File: config.mk
export PLATFORM = sky130hd
export DESIGN_NAME = operand_station
export DESIGN_NICKNAME = d
export VERILOG_FILES = /design/src/operand_pkg.sv /design/src/operand_station.sv
export VERILOG_INCLUDE_DIRS = /design/src /design/src/src
export SDC_FILE = /design/constraint.sdc
export NUM_CORES = 1
export LEC_CHECK = 0
export BUFFER_PORTS_ARGS = -buffer_cell sky130_fd_sc_hd__buf_2
export CORE_ASPECT_RATIO = 2
export CORE_MARGIN = 1.5
export CORE_UTILIZATION = 40
export DETAILED_ROUTE_END_ITERATION = 8
export PLACE_DENSITY = 0.83
export SYNTH_ARGS = -nofsm -noshare
export SYNTH_HDL_FRONTEND = slang
export SYNTH_SLANG_ARGS = --single-unit
export TNS_END_PERCENT = 20
File: constraint.sdc
create_clock -name clk -period 6.7 [get_ports clk]
set_input_delay 1.34 -clock clk [delete_from_list [all_inputs] [get_ports clk]]
set_output_delay 1.34 -clock clk [all_outputs]
set_load 0.02 [all_outputs]
File: src/opcap_consts.svh
// Width and count constants shared by the operand capture stage
`ifndef OPCAP_CONSTS_SVH
`define OPCAP_CONSTS_SVH

// ====================
// Datapath widths
// ====================

// Width of one operand value
`define OPCAP_DW 32

// Number of physical registers and the bits needed to name one
`define OPCAP_NPREG 64
`define OPCAP_PRB 6

// ====================
// Port and entry counts
// ====================

// Register file read ports shared by all operands of the station
`define OPCAP_NREG_RPORTS 2

// Source operands carried by one instruction
`define OPCAP_NENTRY 3

// Bypass inputs into the validator, only the writeback bus here
`define OPCAP_NBPI 1

`endif
File: src/operand_pkg.sv
// Operand and writeback types for the operand capture datapath
`default_nettype none

package operand_pkg;

`include "opcap_consts.svh"

	// Physical register number
	typedef logic [`OPCAP_PRB-1:0] preg_t;

	// One operand value
	typedef logic [`OPCAP_DW-1:0] value_t;

	// An operand as it travels between station, validator and register file
	// The valid bit says the value field holds the register contents
	typedef struct packed {
		preg_t aRn;
		value_t val;
		logic v;
	} operand_t;

	// Writeback bus into the register file write port
	typedef struct packed {
		logic we;
		preg_t preg;
		value_t val;
	} wb_t;

	// Source register numbers of an instruction being loaded
	typedef preg_t [`OPCAP_NENTRY-1:0] opreg_vec_t;

	// Value placed on operands that could not be resolved this cycle
	localparam value_t VALUE_ZERO = '0;

endpackage

`default_nettype wire

File: src/operand_station.sv
// Operand station holding one instruction's sources until all are captured
`timescale 1ns/1ps
`default_nettype none

`include "opcap_consts.svh"

module operand_station (
	input wire logic clk,
	input wire logic rst_i,
	input wire logic load_i,
	input wire operand_pkg::opreg_vec_t load_regs_i,
	input wire logic issue_i,
	input wire operand_pkg::operand_t [`OPCAP_NENTRY-1:0] upd_i,
	output operand_pkg::operand_t [`OPCAP_NENTRY-1:0] slots_o,
	output logic busy_o,
	output logic ready_o
);

	import operand_pkg::*;

	localparam int NENTRY = `OPCAP_NENTRY;

	// Slot contents after this cycle's captures
	operand_t [NENTRY-1:0] nxt_slots;
	logic [NENTRY-1:0] nxt_v;

	// Only a slot still waiting takes the validator output
	// Slots already captured stay untouched, which keeps them stable
	// while the instruction waits for issue
	always_comb begin
		nxt_slots = slots_o;
		for (int n = 0; n < NENTRY; n++) begin
			if (!slots_o[n].v && upd_i[n].v)
				nxt_slots[n] = upd_i[n];
			nxt_v[n] = nxt_slots[n].v;
		end
	end

	// ====================
	// Station state
	// ====================

	always_ff @(posedge clk) begin
		if (rst_i) begin
			busy_o <= 1'b0;
			ready_o <= 1'b0;
			for (int n = 0; n < NENTRY; n++) begin
				slots_o[n].v <= 1'b0;
			end
		end else if (load_i && !busy_o) begin
			// New instruction, every source starts out pending
			busy_o <= 1'b1;
			ready_o <= 1'b0;
			for (int n = 0; n < NENTRY; n++) begin
				slots_o[n].aRn <= load_regs_i[n];
				slots_o[n].val <= VALUE_ZERO;
				slots_o[n].v <= 1'b0;
			end
		end else if (issue_i && ready_o) begin
			// Issue empties the station
			busy_o <= 1'b0;
			ready_o <= 1'b0;
			for (int n = 0; n < NENTRY; n++) begin
				slots_o[n].v <= 1'b0;
			end
		end else if (busy_o) begin
			slots_o <= nxt_slots;
			// Ready rises on the same edge as the last capture
			ready_o <= &nxt_v;
		end
	end

	// A new instruction arrives only into an empty station
	a_load_not_busy: assert property (@(posedge clk) disable iff (rst_i)
		load_i |-> !busy_o);

	// Issue is only signalled once every operand is held
	a_issue_when_ready: assert property (@(posedge clk) disable iff (rst_i)
		issue_i |-> ready_o);

endmodule

`default_nettype wire

; Word-level counts from Yosys, hierarchy flattened
; Index checks and enable logic that the tools add are counted.
[word_totals]
ff_bits = 119
in_bits = 139
output_inout_bits = 119
word_cells = 45
[classes]
n_eq_ne = 1
mux = 13
bitwise = 1
reduce_logical = 19
[ops]
columns = cell, n
row1 = 117-bit 2-to-1 mux, 2
row2 = 39-bit 2-to-1 mux, 3
row3 = 38-bit 2-to-1 mux, 3
row4 = 4-bit AND reduction, 3
row5 = 2-bit nonzero test, 5
row6 = 1-bit logical AND, 5
row7 = 1-bit 2-to-1 mux, 5
row8 = 1-bit zero test, 4
row9 = 3-bit AND reduction, 1
row10 = 3-bit OR reduction, 1
row11 = 2-bit inequality test (second input constant), 1
row12 = 1-bit NOT, 1

; Logic depth before layout (Yosys ltp)
; Gate-level depths: netlist (run 1).
[logic_depth]
word_depth = 6
depth_mapped = 6
depth_no_buf = 3

; Least setup slack after synthesis (run 1)
; No wires, ideal clock.
[synth_timing]
path_type = input port to flip-flop
from = input load_i
to = register slots_o[100] (netlist name), enable pin
setup_time_ns = 0.433
t_arrival_ns = 3.359
required_ns = 6.267
setup_slack_ns = 2.908
path_stages = 4
path_buffers = 1
cell_sequence = nor2b_2 -> buf_2 -> a21oi_1 -> nor2_1
[synth_via]
elab_chain_len = 3
word_cells_on_any_way = 5
cone_classes = eq/ne: 1 / reduce/logical: 4
[synth_rtl]
columns = item, line
row1 = "start, declared", operand_station.sv:10  ; input wire logic load_i,
row2 = 1-bit logical AND (*), operand_station.sv:50  ; end else if (load_i && !busy_o) begin
row3 = 2-bit inequality test (no line) or 2-bit nonzero test (tied branches), -
row4 = 4-bit AND reduction (no line) (*), -
row5 = "end signal, assigned", operand_station.sv:67  ; slots_o <= nxt_slots;
row6 = "end, declared", operand_station.sv:14  ; output operand_pkg::operand_t [`OPCAP_NENTRY-1:0] slots_o,
; Mark *: on every way between the ends. The rest lies on a longest branch, timed or not.
; A chain may end at the register's enable or synchronous reset.

; Worst setup path in the final report (run 1)
[layout_timing]
from = input load_i
to = register slots_o[37] (netlist name), enable pin
; The elaborated chain is that of the path after synthesis.

==> impl_metrics.json, run 1 <==
{
  "status": "finished, final reports clean",
  "slew_violations": 0,
  "clk_path_buf_depth": 2,
  "die_area_mm2": 0.0121,
  "layout-drive-gt1-share_pct": 54.0,
  "final_nets": 676,
  "h-tree-depth": 4,
  "synth.top_cells.by_count": "114 x edfxtp_1, 96 x and2_1, 18 x a22o_1, 7 x buf_6, 6 x nor2_1",
  "cp_top_family": "simple AND/OR/NAND/NOR gates",
  "syn_area_per_cell_um2": 16.5,
  "routedWlPerCell_um": 15.1,
  "ys_warn_count": 0,
  "tightest_slew_ns": 1.05,
  "drv_cap": 0,
  "netlist_area_mm2": 0.00457,
  "ir_drop_uv": 189,
  "worstHoldPathType": "reg2reg",
  "pwr-share-comb_pct": 9.2,
  "synthTopCellsByArea": "edfxtp_1 75%, and2_1 13%, a22o_1 3.5%",
  "finalSetupTns_ns": 0,
  "antenna_cells": 0,
  "initial_core_util_pct": 40.7,
  "regToRegSetupSlack_ns": 4.05,
  "r2r_end": "slots_o[37]",
  "core_mm2": 0.0112,
  "vias": 3205,
  "antenna_found_initial": 0,
  "syn_inst": 276,
  "clockRootBuffer": "clkbuf_16",
  "clock-sinks": 119,
  "ys_seq_area_share_pct": 77.2,
  "maxSlewHeadroom_pct": 30.1,
  "grt_start_max_net_pins": 40,
  "die_w_um": 78.6,
  "yosys.area.top_type": "edfxtp_1",
  "finalNonFillerCells": 692,
  "rsz0062_at_grt": "false",
  "via_per_inst": 4.63,
  "whs_path_depth": 2,
  "synth_edf_count": 114,
  "grt_pass1_vias": 3284,
  "drc": 0,
  "path_buf_inv": 1,
  "internal_power_mw": 1.56,
  "leakage_nw": 2.87,
  "slowest_stage": "nor2_4",
  "clkLatencyLatePin_ns": 0.40,
  "cts_tree": "done",
  "die_height_um": 154,
  "worstHoldEndpoint": "slots_o[0]",
  "post_cts_buffers": 0,
  "power_switching_mw": 0.444,
  "swShare_pct": 22.2,
  "cts_resized": 0,
  "n_fill_cell": 895,
  "grt-ovfl-total": 0,
  "drt_iter0_drc": 192,
  "synth_ff_type": "edfxtp_1",
  "gr-usage-all-layers_pct": 17.3,
  "synth_top_area_share_pct": 75.0,
  "crit_path_start": "load_i",
  "fmax_mhz": 310,
  "place_hpwl_um": 7880,
  "r2r_cells": 3,
  "ys_async_sr_fraction_pct": 0,
  "p_seq_share_pct": 43.6,
  "crit_chain": "buf_2 > nor2b_2 > a21oi_1 > nor2_4",
  "cpPeakStageDelay_ns": 0.81,
  "portBuffers": 257,
  "cts_hold_buf": 0,
  "critical_path.startpoint_type": "input pin",
  "finalHoldViolCount": 0,
  "synthToLayoutAreaGrowth_pct": 43.6,
  "core.rowCount": 55,
  "path_class": "in2reg",
  "grt_pass1_wl_um": 15400,
  "finalWorstSetupSlack_ns": 3.47,
  "synth_nets": 415,
  "pre_cts_ws_ns": 3.06,
  "worstPathRequired_ns": 6.71,
  "synth.most_common_cell": "edfxtp_1",
  "finalCriticalPeriod_ns": 3.23,
  "min-delay-start": "slots_o[0]",
  "min_period_over_period_pct": 48.1,
  "p_per_area_mw_per_mm2": 305,
  "place_congestion": 0.807,
  "p_clk_share_pct": 47.2,
  "dr.pass1.iters": 4,
  "ys_ff_latch": 119,
  "io_pins": 258,
  "cp.arrival_ns": 3.24,
  "finalSetupViolCount": 0,
  "path_clk_slew_ns": 0.05,
  "critPathMaxFanout": 38,
  "cts_made_buffers": 17,
  "reg2reg_from": "busy_o",
  "wirelength_um": 10500,
  "yosysUniqueCellTypes": 23,
  "placed_cells": 660,
  "skew_ns": 0.00938,
  "ant_nets": 0,
  "cp-end-kind": "flip-flop"
}
==> cells in the final DEF, fill, tap and decap left out, drive strengths merged <==
cell / synthesis / final
or3b: 1 / 1
edfxtp: 114 / 114
dfxtp: 5 / 5
inv: 4 / 7
nor2b: 2 / 2
a21oi: 6 / 6
o22ai: 2 / 2
and2: 96 / 96
and3: 1 / 1
nor2: 7 / 7
nand2: 2 / 2
bufinv: 0 / 4
clkinvlp: 0 / 2
a311o: 1 / 1
a22o: 18 / 18
clkinv: 0 / 6
buf: 12 / 257
clkbuf: 3 / 17
o21ai: 1 / 1
and3b: 1 / 1
==> power groups by stage <==
| stage | Combinational [mW] | Clock (mW) | Sequential, mW |
|---|---|---|---|
| after floorplan | 0.0555 | 0 | 0.935 |
| after global placement | 0.182 | 0 | 0.885 |
| after detailed placement | 0.186 | 0 | 0.887 |
| after CTS | 0.187 | 0.960 | 0.872 |
| after global routing | 0.199 | 0.992 | 0.875 |
| final | 0.184 | 0.944 | 0.872 |
==> area by class of cell <==
| class | instances | area [µm²] | share of cell area (%) |
|---|---|---|---|
| clock buffers | 17 | 425 | 6.49 |
| clock inverters | 15 | 200 | 3.05 |
| inverters | 4 | 15.0 | 0.229 |
| multi-input cells | 138 | 928 | 14.2 |
| flip-flops and latches | 119 | 3520 | 53.7 |
| well taps | 142 | 178 | 2.71 |
| repair buffers | 257 | 1290 | 19.6 |
==> flip-flops by register name (all words and copies together), names as in the netlist <==
register  count
ready_o       1
slots_o     117
busy_o        1
==> layer usage <==
layer | up-vias | share of wire (%) | track usage [%]
met1 | 1466 | 33 | 15.9
met3 | 30 | 8.2 | 5.22
li1 | 1516 | - | -
met5 | - | 0 | 0
met2 | 193 | 55 | 31.7
met4 | 0 | 3.9 | 11.0
==> through the flow <==
| stage | total power, mW | hold WS, ns | utilization, % | area (µm²) |
|---|---|---|---|---|
| CTS | 2.02 | 0.532 | 58.4 | 6560 |
| finish | 2.00 | 0.537 | 58.4 | 6560 |
| floorplan | 0.991 | 0.579 | - | 4570 |
| detailed placement | 1.07 | 0.507 | 52.9 | 5930 |
| global placement | 1.07 | 0.497 | 52.9 | 5930 |
| global route | 2.07 | 0.575 | 58.4 | 6560 |
==> worst max-delay path by stage <==
stage / cells past startpoint / endpoint
detailed placement: 4 / slots_o[91]
CTS: 4 / slots_o[73]
finish: 4 / slots_o[37]
global route: 4 / slots_o[36]
floorplan: 4 / slots_o[100]
global placement: 4 / slots_o[71]
==> tightest hold or removal path: cells and delay by family (launching register included) <==
| kind | cells | cell delay [ns] |
|---|---|---|
| flip-flops | 1 | 0.37 |
| AND/OR/NAND/NOR | 1 | 0.07 |
| AO/OA/AOI/OAI | 1 | 0.06 |
==> logic make-up (layout without fill, tap and decap cells) <==
family                 count (synthesis)  after routing  synth area share (%)
AND/OR/NAND/NOR                      110            110                  15.0
AO/OA/AOI/OAI                         28             28                  4.79
flip-flops                           119            119                  77.2
buffers and inverters                 19            293                  3.01
No activity file was read; power rests on OpenSTA's default activity.
==> run 2, diff against run 1 <==
PLACE_DENSITY = 0.86   (was 0.83)
clock period = 2.8 ns   (was 6.7 ns; I/O delays follow)
==> impl_metrics.json, run 2 (synthesis results as in run 1) <==
{
  "status": "finished, final reports clean",
  "swShare_pct": 23.7,
  "clock-sinks": 119,
  "leakage_nw": 2.88,
  "cpPeakStageDelay_ns": 0.55,
  "gr-usage-all-layers_pct": 17.5,
  "regMostFlops": "slots_o",
  "rsz0062_at_grt": "false",
  "antenna_cells": 0,
  "grt_use_met2_pct": 32.0,
  "finalCriticalPeriod_ns": 2.12,
  "cts_hold_buf": 0,
  "clk_path_buf_depth": 2,
  "layout-drive-gt1-share_pct": 54.7,
  "use_met3_pct": 5.70,
  "place_hpwl_um": 7900,
  "grt_pass1_vias": 3371,
  "cts_made_buffers": 17,
  "grt-ovfl-total": 0,
  "die_w_um": 78.6,
  "h-tree-depth": 4,
  "finalSetupTns_ns": 0,
  "min_period_over_period_pct": 75.7,
  "initial_core_util_pct": 40.7,
  "power_switching_mw": 1.11,
  "maxSlewHeadroom_pct": 26.3,
  "vias": 3180,
  "antenna_found_initial": 0,
  "crit_path_start": "busy_o",
  "internal_power_mw": 3.56,
  "ant_nets": 0,
  "final_common_cell": "buf_2",
  "r2r_cells": 4,
  "drc": 0,
  "top_usage_layer": "met2",
  "most-common-layout-cells": "257 x buf_2, 114 x edfxtp_1, 96 x and2_1",
  "critPathMaxFanout": 39,
  "slew_violations": 0,
  "skew_ns": 0.0103,
  "core_mm2": 0.0112,
  "clockRootBuffer": "clkbuf_16",
  "tightest_slew_ns": 1.10,
  "cts_resized": 0,
  "ir_drop_uv": 473,
  "die_area_mm2": 0.0121,
  "r2r_end": "slots_o[10]",
  "slowest_stage": "dfxtp_1",
  "path_class": "reg2reg",
  "worstPathRequired_ns": 2.85,
  "seqCellArea_mm2": 0.00352,
  "grt_pass1_wl_um": 15700,
  "finalSetupViolCount": 0,
  "drv_cap": 0,
  "routedWlPerCell_um": 15.2,
  "cp.arrival_ns": 2.17,
  "wirelength_um": 10600,
  "fmax_mhz": 472,
  "final_nets": 680,
  "dr.pass1.iters": 4,
  "path_clk_slew_ns": 0.06,
  "cp-endpoint": "slots_o[10]",
  "via_per_inst": 4.57,
  "core.rowCount": 55,
  "post_cts_buffers": 0,
  "largest_reg_flops": 117,
  "pwr-share-comb_pct": 9.5,
  "synthToLayoutAreaGrowth_pct": 43.5,
  "drt_iter0_drc": 201,
  "clkLatencyLatePin_ns": 0.41,
  "p_clk_share_pct": 45.9,
  "cts_tree": "done",
  "grt_start_max_net_pins": 40,
  "grt_use_met1_pct": 16.8,
  "io_pins": 258,
  "multi_input_area_um2": 928,
  "cp-end-kind": "flip-flop",
  "regToRegSetupSlack_ns": 0.68,
  "die_height_um": 154,
  "reg2reg_from": "busy_o",
  "reg.largest.list": "slots_o: 117 flops, busy_o: 1 flops, ready_o: 1 flops",
  "p_per_area_mw_per_mm2": 713,
  "n_fill_cell": 881,
  "portBuffers": 257,
  "totalPowerFinal_mw": 4.67,
  "p_seq_share_pct": 44.6,
  "place_congestion": 0.778,
  "crit_chain": "and3b_4 > a21oi_1 > nor2_4 > buf_4",
  "finalHoldViolCount": 0,
  "worstHoldPathType": "in2reg",
  "critical_path.startpoint_type": "flip-flop"
}
[run 2: cell types whose count changed in the layout (fill, tap and decap cells not counted), sizes merged]
cell      previous run  this run
buf                257       261
inv                  7         9
clkinv               6         5
clkinvlp             2         3
bufinv               4         2
[run 2: final cells by class]
cell class	instances	area share, %
multi-input cells	138	14.2
repair buffers	261	20.1
clock buffers	17	6.49
flip-flops and latches	119	53.8
clock inverters	15	2.58
well taps	142	2.71
inverters	4	0.229
[run 2: worst min path at each step]
stage                      startpoint            to  slack (ns)  cells past startpoint
after floorplan           slots_o[78]   slots_o[78]        0.58                      2
after global placement     slots_o[0]    slots_o[0]        0.50                      2
after detailed placement   slots_o[0]    slots_o[0]        0.50                      2
after CTS                    upd_i[0]    slots_o[0]        0.41                      3
after global routing        upd_i[67]   slots_o[67]        0.42                      2
final                      upd_i[100]  slots_o[100]        0.43                      2
[run 2: layer usage]
metal	wire length (µm)	share of wire (%)	vias to the layer above
li1	-	-	1519
met1	3680	35	1450
met2	5820	55	184
met3	801	7.6	27
met4	298	2.8	0
met5	0	0	-
[run 2: power by group through the flow]
stage                     registers [mW]  clock network, mW  logic [mW]
after floorplan                     2.24                  0       0.133
after global placement              2.12                  0       0.436
after detailed placement            2.12                  0       0.451
after CTS                           2.08               2.18       0.453
after global routing                2.09               2.25       0.481
final                               2.08               2.15       0.445
[run 2: critical path: cells and delay by family (launching register included)]
kind	cells	cell delay, ns
flip-flops	1	0.55
AO/OA/AOI/OAI	1	0.17
AND/OR/NAND/NOR	2	0.62
buffers and inverters	1	0.40
[run 2: stage by stage]
step           util [%]  cell area, µm²  hold slack [ns]  cells  setup WS, ns
4_1_cts            58.4            6560            0.408    696         0.626
3_3_place_gp       53.1            5960            0.504    664         0.662
3_5_place_dp       53.1            5960            0.503    664         0.577
6_report           58.4            6560            0.428    696         0.680
2_1_floorplan         -            4570            0.579    276        -0.212
5_1_grt            58.4            6560            0.419    696         0.505
==> run 3, diff against run 2 <==
clock period = 1.88 ns   (was 2.8 ns; I/O delays follow)
==> impl_metrics.json, run 3 (synthesis results as in run 1) <==
{
  "die_area_mm2": 0.0121,
  "clock-sinks": 119,
  "cts_tree": "done",
  "path_clk_slew_ns": 0.06,
  "r2r_end": "slots_o[107]",
  "place_congestion": 0.802,
  "synthToLayoutAreaGrowth_pct": 44.7,
  "critPathMaxFanout": 38,
  "rsz0062_at_grt": "false",
  "clk_path_buf_depth": 2,
  "portBuffers": 257,
  "worstPathRequired_ns": 1.96,
  "grt_pass1_vias": 3386,
  "via_per_inst": 4.65,
  "min-delay-start": "upd_i[91]",
  "slowest_stage": "dfxtp_4",
  "whs_path_depth": 2,
  "worstHoldPathType": "in2reg",
  "layout-drive-gt1-share_pct": 54.8,
  "regMostFlops": "slots_o",
  "use_met3_pct": 6.59,
  "min_period_over_period_pct": 83.3,
  "drt_iter0_drc": 141,
  "most-common-layout-cells": "257 x buf_2, 114 x edfxtp_1, 96 x and2_1",
  "io_pins": 258,
  "cts_resized": 0,
  "fmax_mhz": 638,
  "clockRootBuffer": "clkbuf_16",
  "ir_drop_uv": 618,
  "cp.arrival_ns": 1.65,
  "gr-usage-all-layers_pct": 18.2,
  "slew_violations": 0,
  "path_class": "reg2reg",
  "drv_cap": 0,
  "core_mm2": 0.0112,
  "status": "finished, final reports clean",
  "initial_core_util_pct": 40.7,
  "grt_use_met1_pct": 17.3,
  "tightest_slew_ns": 0.599,
  "drc": 0,
  "routedWlPerCell_um": 16.0,
  "cp-end-kind": "flip-flop",
  "antenna_found_initial": 2,
  "leakage_nw": 2.89,
  "final_nets": 681,
  "skew_ns": 0.00973,
  "n_fill_cell": 884,
  "cpPeakStageDelay_ns": 0.42,
  "grt_pass1_wl_um": 16300,
  "finalCriticalPeriod_ns": 1.57,
  "clkLatencyLatePin_ns": 0.39,
  "reg.largest.list": "slots_o: 117 flops, busy_o: 1 flops, ready_o: 1 flops",
  "grt_start_max_net_pins": 39,
  "largest_reg_flops": 117,
  "totalPowerFinal_mw": 6.96,
  "vias": 3244,
  "wirelength_um": 11100,
  "die_w_um": 78.6,
  "finalSetupViolCount": 0,
  "grt_use_met2_pct": 33.0,
  "reg2reg_from": "busy_o",
  "cts_made_buffers": 17,
  "post_cts_buffers": 0,
  "h-tree-depth": 4,
  "antenna_cells": 0,
  "grt-ovfl-total": 0,
  "finalSetupTns_ns": 0,
  "final_common_cell": "buf_2",
  "critical_path.startpoint_type": "flip-flop",
  "place_hpwl_um": 8350,
  "p_per_area_mw_per_mm2": 1050,
  "top_usage_layer": "met2",
  "r2r_cells": 4,
  "cts_hold_buf": 0,
  "worstHoldEndpoint": "slots_o[91]",
  "core.rowCount": 55,
  "dr.pass1.iters": 5,
  "crit_chain": "nor2_1 > a311o_1 > nor2_4 > buf_12",
  "regToRegSetupSlack_ns": 0.31,
  "ant_nets": 0,
  "finalHoldViolCount": 0,
  "die_height_um": 154,
  "maxSlewHeadroom_pct": 60.0
}
## run 3: cell count changes in the layout (fill, tap and decap cells not counted), sizes merged
cell	change
clkinv	+1
inv	-4
clkbuf	+2
buf	+1
bufinv	+1
## run 3: critical path, delay by kind of cell, from the launching register on
family / cells / cell delay, ns
flip-flops: 1 / 0.42
buffers and inverters: 1 / 0.23
AND/OR/NAND/NOR: 2 / 0.20
AO/OA/AOI/OAI: 1 / 0.37
## run 3: power by group
group | leakage [nW] | switching [mW] | internal, mW
clock | 0.281 | 1.09 | 2.07
sequential | 1.14 | 0.0409 | 3.07
combinational | 1.48 | 0.407 | 0.279
total | 2.89 | 1.54 | 5.42
## run 3: stage by stage
stage                     area [µm²]  setup WS [ns]  util, %  hold slack, ns  instances
after floorplan                 4610       -0.00634        -           0.521        276
after global placement          6010          0.188     53.6           0.496        665
after detailed placement        6010         0.0756     53.6           0.512        665
after CTS                       6600          0.125     58.8           0.235        697
after global routing            6610          0.251     58.9           0.237        697
final                           6610          0.313     58.9           0.249        697
## run 3: worst max-delay path by stage
stage                         start           end  slack (ns)  cells after the start
after CTS                    busy_o  slots_o[115]        0.12                      3
final                        busy_o  slots_o[107]        0.31                      4
after global placement    upd_i[78]  slots_o[111]        0.19                      4
after global routing         busy_o   slots_o[49]        0.25                      4
after detailed placement  upd_i[78]  slots_o[115]        0.08                      4
after floorplan              busy_o  slots_o[100]      -0.006                      4
## run 3: per-layer routing
| metal | vias up | part of all wire, % |
|---|---|---|
| met5 | - | 0.063 |
| met4 | 2 | 3.0 |
| met3 | 28 | 8.7 |
| met2 | 194 | 55 |
| met1 | 1496 | 33 |
| li1 | 1524 | - |
## run 3: layout make-up
cell class                 instances  area, µm²  share of cell area (%)
inverter                           4       15.0                   0.227
clock inverter                    13        154                    2.33
clock buffer                      19        433                    6.55
timing repair buffer             262       1360                    20.6
sequential                       119       3530                    53.4
tap                              142        178                    2.69
multi-input combinational        138        938                    14.2
